### config.mk
export PLATFORM = sky130hd
export DESIGN_NAME = mult_unit
export DESIGN_NICKNAME = d
export VERILOG_FILES = /design/src/common/ex_pkg.sv /design/src/mult/mult_unit.sv
export SDC_FILE = /design/constraint.sdc
export NUM_CORES = 2
export LEC_CHECK = 0
export ABC_CLOCK_PERIOD_IN_PS = 30700
export BUFFER_PORTS_ARGS = -buffer_cell sky130_fd_sc_hd__buf_2
export CORE_ASPECT_RATIO = 2
export CORE_UTILIZATION = 55
export DETAILED_ROUTE_END_ITERATION = 10
export PLACE_DENSITY = 0.74
export SYNTH_ARGS = -nofsm -noshare
export SYNTH_HDL_FRONTEND = slang
export SYNTH_SLANG_ARGS = --single-unit
export TNS_END_PERCENT = 30
### constraint.sdc
create_clock -name clock -period 30.7 [get_ports clock]
set_clock_uncertainty 0.05 [all_clocks]
set_input_delay 9.21 -clock clock [delete_from_list [all_inputs] [get_ports clock]]
set_output_delay 9.21 -clock clock [all_outputs]
set_load 0.005 [all_outputs]
### src/common/ex_pkg.sv
package ex_pkg;

    // datapath widths
    localparam int XLEN    = 32;
    localparam int ROB_LEN = 32;
    localparam int TAG_W   = $clog2(ROB_LEN);

    // lane i feeds alu i and mult i
    localparam int ISSUE_WIDTH = 3;

    // complete buffer layout, mults first then alus
    localparam int NUM_SLOTS      = 2 * ISSUE_WIDTH;
    localparam int MULT_SLOT_BASE = 0;
    localparam int ALU_SLOT_BASE  = ISSUE_WIDTH;

    typedef logic [TAG_W-1:0] tag_t;  // rob index
    typedef logic [XLEN-1:0]  xlen_t;

    typedef enum logic {
        FU_ALU  = 1'b0,
        FU_MULT = 1'b1
    } func_unit_e;

    typedef enum logic [3:0] {
        OP_ADD   = 4'h0,
        OP_SUB   = 4'h1,
        OP_AND   = 4'h2,
        OP_OR    = 4'h3,
        OP_XOR   = 4'h4,
        OP_SLT   = 4'h5,
        OP_SLTU  = 4'h6,
        OP_SLL   = 4'h7,
        OP_SRL   = 4'h8,
        OP_SRA   = 4'h9,
        // multiplier ops
        OP_MUL   = 4'ha,  // low word
        OP_MULH  = 4'hb,  // high word, signed x signed
        OP_MULHU = 4'hc   // high word, unsigned x unsigned
    } fu_op_e;

    // one instruction out of the reservation stations, operands already read
    typedef struct packed {
        logic       valid;
        func_unit_e unit;
        fu_op_e     op;
        tag_t       tag;
        xlen_t      opa;
        xlen_t      opb;
        xlen_t      npc;
        logic       halt;
    } issue_packet_t;

    // finished result, unit output and cdb lane
    typedef struct packed {
        logic  valid;
        tag_t  tag;
        xlen_t value;
        xlen_t npc;
        logic  halt;
    } cdb_packet_t;

endpackage
### src/mult/mult_unit.sv
`timescale 1ns/1ps

module mult_unit import ex_pkg::*; #(
    parameter int MULT_STAGES = 4
) (
    input  logic          clock,
    input  logic          reset,
    input  logic          clear_i,
    input  issue_packet_t issue_i,
    input  logic          capture_i,
    output cdb_packet_t   result_o
);

    // one pipe stage, full product plus what the cdb needs
    typedef struct packed {
        logic              valid;
        logic              high;  // take upper word at the end
        tag_t              tag;
        logic [2*XLEN-1:0] prod;
        xlen_t             npc;
        logic              halt;
    } stage_t;

    stage_t            stage_q [MULT_STAGES];
    stage_t            entry;
    stage_t            last;
    logic              sign_ext;
    logic [2*XLEN-1:0] opa_ext;
    logic [2*XLEN-1:0] opb_ext;
    logic              advance;

    // mulh is signed, mul and mulhu can use the zero extended form
    assign sign_ext = (issue_i.op == OP_MULH);
    assign opa_ext  = {{XLEN{sign_ext & issue_i.opa[XLEN-1]}}, issue_i.opa};
    assign opb_ext  = {{XLEN{sign_ext & issue_i.opb[XLEN-1]}}, issue_i.opb};

    always_comb begin
        entry.valid = issue_i.valid;
        entry.high  = (issue_i.op != OP_MUL);
        entry.tag   = issue_i.tag;
        entry.prod  = opa_ext * opb_ext;  // low 2*XLEN bits are exact
        entry.npc   = issue_i.npc;
        entry.halt  = issue_i.halt;
    end

    assign last = stage_q[MULT_STAGES-1];

    // whole pipe stalls while the result waits for a slot
    assign advance = ~last.valid | capture_i;

    always_ff @(posedge clock) begin
        if (advance) begin
            stage_q[0] <= entry;
            for (int s = 1; s < MULT_STAGES; s++) begin
                stage_q[s] <= stage_q[s-1];
            end
        end
        if (reset || clear_i) begin
            for (int s = 0; s < MULT_STAGES; s++) begin
                stage_q[s].valid <= 1'b0;
            end
        end
    end

    // word select on the way out
    always_comb begin
        result_o.valid = last.valid;
        result_o.tag   = last.tag;
        result_o.value = last.high ? last.prod[2*XLEN-1:XLEN] : last.prod[XLEN-1:0];
        result_o.npc   = last.npc;
        result_o.halt  = last.halt;
    end

endmodule

==> metrics.cfg <==
[outcome]
outcome = finished with violations
violations = max-capacitance violations, max-slew violations

[global_route]
track_usage = 0.296
grt_pass1_vias = 37200
grt_overflow = 0
grt_pass1_wl_um = 204000
antenna_found_initial = 8
grt_max_degree = 86

[clock_network]
cts_max_level = 1
cts.reportedPaths.clkPinSlew_ns = 0.07
cts.sink_count = 416
post_cts_buffers = 0
cts_root_buf = clkbuf_16
numCtsBuffers = 31
cts_hold_buf = 0
clock_latency_ns = 0.59
tritoncts = done
cts_buffer_depth = 3
ctsResizeCount = 0

[job]
maxCapViolCount = 1

[sta]
drv_slew = 3
hold_violations = 0
worst_slack_ns = 11.50
period_share = 0.625
fin_tns_setup_ns = 0
maxSlewHeadroom = -0.0577
fmax_ghz = 0.0521
holdWs_ns = 0.364
rsz0062_at_grt = no
post-route-min-period_ns = 19.20
setup_viol = 0
worstMarginPinSlew_ns = 1.57

[worst_setup_path]
cp_max_fo = 33
r2r_end = stage_q[0][268]$_DFFE_PP_
crit_path_start_kind = input pin
rrSetupSlack_ns = 26.60
r2r_start = stage_q[0][415]$_SDFFCE_PP0P_
cp.arrival_ns = 19.48
required_ns = 30.98
crit_family = adder cells
startpoint = issue_i[42]
max_stage_delay_ns = 0.88
crit_path_end_kind = flip-flop
worstPathBufferInverterCount = 6
critical_path.most_common_cell = fa_1
reg2reg_depth = 4
crit_type = input pin to flip-flop
slowest_stage = o21ai_0

[logic_synthesis]
ys_seq_area_frac = 0.246
syn-instance-count = 4634
synth.top_cell.area_share = 0.444
ys_types = 66
yosys_register_bits = 416
synth_area_leader_cell = fa_1
yosys-top-cells-count = fa_1 (1125), inv_1 (1123), nand2_1 (779)
synthTopCellsByArea = fa_1 (44%), edfxtp_1 (24%), inv_1 (8.3%)
syn_nets = 6083
ys_async_sr_fraction = 0
ys_warn_count = 0
syn_area_per_cell_um2 = 10.9
synth_ff_type = edfxtp_1
synth_edf_count = 413
synth_area_mm2 = 0.0507
post-synth-top-count-cell = fa_1

[routing]
drc = 0
drt_iter0_drc = 2140
first_pass_iters = 6
num_vias = 32800
viasPerCell = 5.58
wirelength_um = 133000
ant_nets = 0
post_drt_wl_per_cell_um = 22.6

[place]
post-dp-hpwl_um = 100000
dpl_worst_slack_ns = 11.84
routabilityCongestion = 0.968
portBuffers = 181

[min_path]
hold_class = flip-flop to flip-flop
worstHoldStart = stage_q[0][171]$_DFFE_PP_
hold_depth = 0
holdPathEnd = stage_q[0][275]$_DFFE_PP_

[die]
placementRows = 157
die_w_um = 217
die_h_um = 432
ios = 183
core_area_mm2 = 0.0915
initial_utilization = 0.554
die_area_mm2 = 0.0935

[final_layout]
fin_nets = 6103
nFillCells = 7519
reg.largest.list = stage_q: 416 flops
post-route-util = 0.584
largest_register_ff_count = 416
area_delta_synth_final_pct = 5.42
drive_above_1_share = 0.0740
top_register = stage_q

-- layout by cell type, fill, tap and decap left out, drive strengths merged, types with 3 or more instances in the layout --
cell / instances
nor3b: 3
o21bai: 7
nor2: 49
clkbuf: 35
diode: 4
and2: 303
o21ai: 31
nand4: 6
or2: 11
nor3: 15
inv: 1125
nand2: 779
fa: 1125
nand2b: 12
xnor2: 53
buf: 241
a21oi: 53
mux2i: 3
a21o: 31
clkinv: 14
a31oi: 4
o211a: 3
ha: 212
clkinvlp: 3
o211ai: 4
a211oi: 6
and3: 22
mux2: 32
nor2b: 6
o21a: 7
dfxtp: 3
edfxtp: 413
xor2: 22
nand3: 12
or3: 3
-- kinds of logic after synthesis --
logic type / after synthesis / share of synthesized area
buf+inv: 1377 / 0.105
xor+xnor: 75 / 0.0129
fa+ha+maj: 1337 / 0.496
flops: 416 / 0.246
simple gates: 1227 / 0.110
compound gates: 167 / 0.0224
mux: 35 / 0.00769
-- through the flow --
stage          instances  cell area, µm²
4_1_cts             5869           53500
5_1_grt             5869           53500
3_5_place_dp        5813           52500
2_1_floorplan       4634           50700
3_3_place_gp        5813           52500
6_report            5873           53500
-- routing by layer --
metal  track usage  vias to the layer above  routed length [µm]
met3        0.0452                      662                9970
met4         0.242                       12               13200
met2         0.531                     1601               68900
met1         0.303                    16900               40600
li1              -                    13600                   -
met5             0                        -                  80
-- worst max-delay path by stage --
stage / slack, ns / endpoint / depth (start not counted)
after floorplan: 8.94 / stage_q[0][415]$_SDFFCE_PP0P_ / 3
after global placement: 11.89 / stage_q[0][90]$_DFFE_PP_ / 27
after detailed placement: 11.84 / stage_q[0][90]$_DFFE_PP_ / 27
after CTS: 12.46 / stage_q[0][90]$_DFFE_PP_ / 27
after global routing: 11.39 / stage_q[0][90]$_DFFE_PP_ / 27
final: 11.50 / stage_q[0][90]$_DFFE_PP_ / 27
-- area by class of cell --
type	count	area, µm²	share of cell area
Antenna cell	4	10.0	0.000187
Inverter	1123	4220	0.0788
Tap cell	1192	1490	0.0279
Sequential cell	416	12500	0.233
Timing Repair Buffer	241	1360	0.0254
Multi-Input combinational cell	2841	33000	0.616
Clock inverter	21	191	0.00358
Clock buffer	35	791	0.0148
Power is not shown: default switching activity piles up to over one toggle a cycle in this logic, so the estimate is an artifact.
