[config.mk]
export PLATFORM = sky130hd
export DESIGN_NAME = alu_unit
export DESIGN_NICKNAME = d
export VERILOG_FILES = /design/src/common/ex_pkg.sv /design/src/design/alu_unit.sv
export SDC_FILE = /design/constraint.sdc
export NUM_CORES = 1
export LEC_CHECK = 0
export ABC_CLOCK_PERIOD_IN_PS = 6500
export BUFFER_PORTS_ARGS = -buffer_cell sky130_fd_sc_hd__buf_2
export CAP_MARGIN = 20
export CORE_ASPECT_RATIO = 0.9
export CORE_UTILIZATION = 49
export CTS_CLUSTER_DIAMETER = 150
export DETAILED_ROUTE_END_ITERATION = 8
export GPL_TIMING_DRIVEN = 1
export PLACE_DENSITY = 0.78
export SYNTH_ARGS = -nofsm -noshare
export SYNTH_HDL_FRONTEND = slang
export SYNTH_SLANG_ARGS = --single-unit
[constraint.sdc]
create_clock -name clock -period 6.5 [get_ports clock]
set_input_delay 0.65 -clock clock [delete_from_list [all_inputs] [get_ports clock]]
set_output_delay 0.65 -clock clock [all_outputs]
set_load 0.02 [all_outputs]
[src/common/ex_pkg.sv]
package ex_pkg;

    // datapath widths
    localparam int XLEN    = 32;
    localparam int ROB_LEN = 32;
    localparam int TAG_W   = $clog2(ROB_LEN);

    // lane i feeds alu i and mult i
    localparam int ISSUE_WIDTH = 3;

    // complete buffer layout, mults first then alus
    localparam int NUM_SLOTS      = 2 * ISSUE_WIDTH;
    localparam int MULT_SLOT_BASE = 0;
    localparam int ALU_SLOT_BASE  = ISSUE_WIDTH;

    typedef logic [TAG_W-1:0] tag_t;  // rob index
    typedef logic [XLEN-1:0]  xlen_t;

    typedef enum logic {
        FU_ALU  = 1'b0,
        FU_MULT = 1'b1
    } func_unit_e;

    typedef enum logic [3:0] {
        OP_ADD   = 4'h0,
        OP_SUB   = 4'h1,
        OP_AND   = 4'h2,
        OP_OR    = 4'h3,
        OP_XOR   = 4'h4,
        OP_SLT   = 4'h5,
        OP_SLTU  = 4'h6,
        OP_SLL   = 4'h7,
        OP_SRL   = 4'h8,
        OP_SRA   = 4'h9,
        // multiplier ops
        OP_MUL   = 4'ha,  // low word
        OP_MULH  = 4'hb,  // high word, signed x signed
        OP_MULHU = 4'hc   // high word, unsigned x unsigned
    } fu_op_e;

    // one instruction out of the reservation stations, operands already read
    typedef struct packed {
        logic       valid;
        func_unit_e unit;
        fu_op_e     op;
        tag_t       tag;
        xlen_t      opa;
        xlen_t      opb;
        xlen_t      npc;
        logic       halt;
    } issue_packet_t;

    // finished result, unit output and cdb lane
    typedef struct packed {
        logic  valid;
        tag_t  tag;
        xlen_t value;
        xlen_t npc;
        logic  halt;
    } cdb_packet_t;

endpackage
[src/design/alu_unit.sv]
`timescale 1ns/1ps

module alu_unit import ex_pkg::*; (
    input  logic          clock,
    input  logic          reset,
    input  logic          clear_i,
    input  issue_packet_t issue_i,
    input  logic          capture_i,
    output cdb_packet_t   result_o
);

    cdb_packet_t result_q;
    xlen_t       alu_value;
    logic [4:0]  shamt;
    logic        load;

    assign shamt = issue_i.opb[4:0];  // rv32 shift amount

    always_comb begin
        case (issue_i.op)
            OP_ADD:  alu_value = issue_i.opa + issue_i.opb;
            OP_SUB:  alu_value = issue_i.opa - issue_i.opb;
            OP_AND:  alu_value = issue_i.opa & issue_i.opb;
            OP_OR:   alu_value = issue_i.opa | issue_i.opb;
            OP_XOR:  alu_value = issue_i.opa ^ issue_i.opb;
            OP_SLT: begin
                alu_value = {{(XLEN-1){1'b0}}, $signed(issue_i.opa) < $signed(issue_i.opb)};
            end
            OP_SLTU: begin
                alu_value = {{(XLEN-1){1'b0}}, issue_i.opa < issue_i.opb};
            end
            OP_SLL:  alu_value = issue_i.opa << shamt;
            OP_SRL:  alu_value = issue_i.opa >> shamt;
            OP_SRA:  alu_value = xlen_t'($signed(issue_i.opa) >>> shamt);
            default: alu_value = '0;  // mult ops never reach here
        endcase
    end

    // hold the result until the complete buffer takes it
    assign load = ~result_q.valid | capture_i;

    always_ff @(posedge clock) begin
        if (load) begin
            result_q.valid <= issue_i.valid;
            result_q.tag   <= issue_i.tag;
            result_q.value <= alu_value;
            result_q.npc   <= issue_i.npc;
            result_q.halt  <= issue_i.halt;
        end
        if (reset || clear_i) begin
            result_q.valid <= 1'b0;  // flush, payload kept
        end
    end

    assign result_o = result_q;

endmodule

==> impl_metrics.tcl <==
set metrics [dict create \
    wl_per_cell_um 24.15 \
    dieHeight_um 143.1 \
    routed_via_density 6.715 \
    crit_path_end_kind "flop" \
    worstSetupStartpoint "issue_i[33]" \
    synth_cells 1316 \
    grt_max_degree 72 \
    layout_common_cells "180 x buf_2, 174 x nor2_1, 115 x a21oi_1, 97 x ha_1, 90 x inv_1" \
    r2r-start "result_o[70]" \
    final.setup_skew_ns 0.01574 \
    max_freq_mhz 256.9 \
    synth_area_mm2 0.01084 \
    cts_setup_buffers 0 \
    worstHoldPathType "input port to flop" \
    syn_nets 1527 \
    final_common_cell "buf_2" \
    antenna_cells 0 \
    startpoint_type "input port" \
    relSlewSlack 0.3408 \
    rsz0062_at_grt "no" \
    final_cells 1719 \
    io_pins 183 \
    nets 1634 \
    fin_tns_setup_ns 0 \
    yosysWarnings 0 \
    numPortBuffers 181 \
    power.density_mw_per_mm2 163.7 \
    setup_viol 0 \
    dr_total_vias 11540 \
    drt_wl_total_mm 41.51 \
    area_growth_pct 11.40 \
    critPathMaxFanout 57 \
    dieWidth_um 158.8 \
    leakagePower_nw 5.179 \
    synthFlopType "edfxtp_1" \
    grt_pass1_vias 10120 \
    htreeDepth 3 \
    ant_nets 0 \
    timing.rr.end "result_o[11]" \
    worstSetupEndpoint "result_o[58]" \
    critPathArrivalTime_ns 4.00 \
    cts.path.max_buffers 2 \
    worstSetupPathType "input port to flop" \
    avgSynthCellArea_um2 8.237 \
    critPathRequiredTime_ns 6.61 \
    gp_congestion 1.025 \
    grt_util_all_layers 0.3559 \
    drv_slew 0 \
    antenna_found_initial 1 \
    cts_tree "yes" \
    clk_pin_slew_ns 0.07 \
    drc 0 \
    worst_pin_slew_ns 0.9639 \
    numCtsBuffers 9 \
    grt.overflow.total 0 \
    start_util 0.4997 \
    synth_edf_count 70 \
    std_cell_rows 51 \
    cts_hold_buf 0 \
    nFillCells 2075 \
    regArea_mm2 0.002122 \
    ys_seq_area_frac 0.1958 \
    grt_pass1_wl_mm 61.52 \
    core_mm2 0.02170 \
    root_buffer "clkbuf_16" \
    worst_hold_slack_ns 0.4574 \
    period_needed_ns 3.893 \
    largest_reg_flops 71 \
    multi_input_area_mm2 0.007910 \
    outcome "completed" \
    dr.pass1.iters 6 \
    placed_cells 1703 \
    period_share 0.5988 \
    dp_hpwl_mm 31.37 \
    reg2reg_depth 1 \
    clock_sinks 71 \
    rrSetupSlack_ns 5.04 \
    dieArea_mm2 0.02272 \
    synth_seq_cells 71 \
    ir_worst_vdd_uv 109.5 \
    first_iter_violations 1493 \
    drive_above_1_share 0.2094 \
    finalHoldViolations 0 \
    cts_resized 0 \
    ys_types 89 \
    maxCapViolCount 0 \
    clk_latency_ns 0.36 \
    async_flop_share 0 \
]
==> how the worst min path moves through the flow <==
stage,from,end,slack [ns],depth (start not counted)
global placement,clear_i,result_o[70],0.81,2
global route,clear_i,result_o[70],0.46,2
CTS,clear_i,result_o[70],0.46,2
detailed placement,clear_i,result_o[70],0.82,2
floorplan,clear_i,result_o[70],0.72,1
finish,clear_i,result_o[70],0.46,2
==> critical path, cell delays in order <==
cell	delay, ns
buf_4	0.25
buf_4	0.74
mux4_2	0.63
nand2b_1	0.16
o31ai_1	0.19
o21a_1	0.18
nor2_1	0.05
o32ai_1	0.68
o211ai_1	0.20
a31o_1	0.22
==> per-stage QoR <==
stage               power [mW]  setup slack (ns)  area (um2)  utilization
floorplan                1.178             2.476       10840            -
global placement         1.450             2.414       11790       0.5434
detailed placement       1.459             2.350       11790       0.5434
CTS                      1.959             2.679       12080       0.5566
global route             2.062             2.402       12080       0.5566
finish                   1.977             2.607       12080       0.5566
==> synthesized netlist by cell type (all sizes together) (12+ instances only) <==
library cell | instances | share of area
a31oi | 18 | 0.012
clkbuf | 54 | 0.019
mux2i | 37 | 0.034
nor2b | 12 | 0.0069
o21ai | 93 | 0.043
a21o | 15 | 0.010
nand4 | 15 | 0.0087
buf | 47 | 0.024
a22oi | 12 | 0.0083
o31ai | 13 | 0.0090
or3 | 14 | 0.0081
nor2 | 175 | 0.061
o211ai | 34 | 0.024
edfxtp | 70 | 0.19
o221ai | 13 | 0.011
a211oi | 19 | 0.013
nand3 | 21 | 0.0097
mux4 | 59 | 0.12
a21oi | 116 | 0.054
ha | 97 | 0.11
nor3 | 30 | 0.014
inv | 95 | 0.033
a221oi | 21 | 0.018
xnor2 | 12 | 0.0097
nand2b | 15 | 0.0087
nand2 | 78 | 0.027
==> cell type report <==
class / instances / area share
Multi-Input combinational cell: 1047 / 0.6550
Timing Repair Buffer: 197 / 0.08516
Inverter: 97 / 0.03015
Clock inverter: 7 / 0.005180
Clock buffer: 9 / 0.01865
Tap cell: 291 / 0.03015
Sequential cell: 71 / 0.1757
==> kinds of logic (layout without fill, tap and decap cells) <==
group,count (synthesis),in the layout,synth area share
AO/OA/AOI/OAI,434,434,0.2658
XOR/XNOR,17,17,0.01373
adder cells (fa/ha/maj),99,99,0.1157
buffers and inverters,198,310,0.07664
flip-flops,71,71,0.1958
multiplexers,101,101,0.1619
AND/OR/NAND/NOR,396,396,0.1705
==> power breakdown <==
part	internal (mW)	switching [mW]	total (mW)	leakage [nW]
clock network	0.266	0.231	0.497	0.139
registers	0.554	0.0115	0.565	0.765
logic	0.324	0.590	0.915	4.28
total	1.14	0.832	1.98	5.18
==> layer usage <==
layer,up-vias,track usage,share of wire
met5,-,0,0.00024
met4,2,0.1415,0.039
met3,105,0.06971,0.12
met2,875,0.5459,0.43
met1,5403,0.4919,0.41
li1,5158,-,-
(Power assumes the default switching activity.)
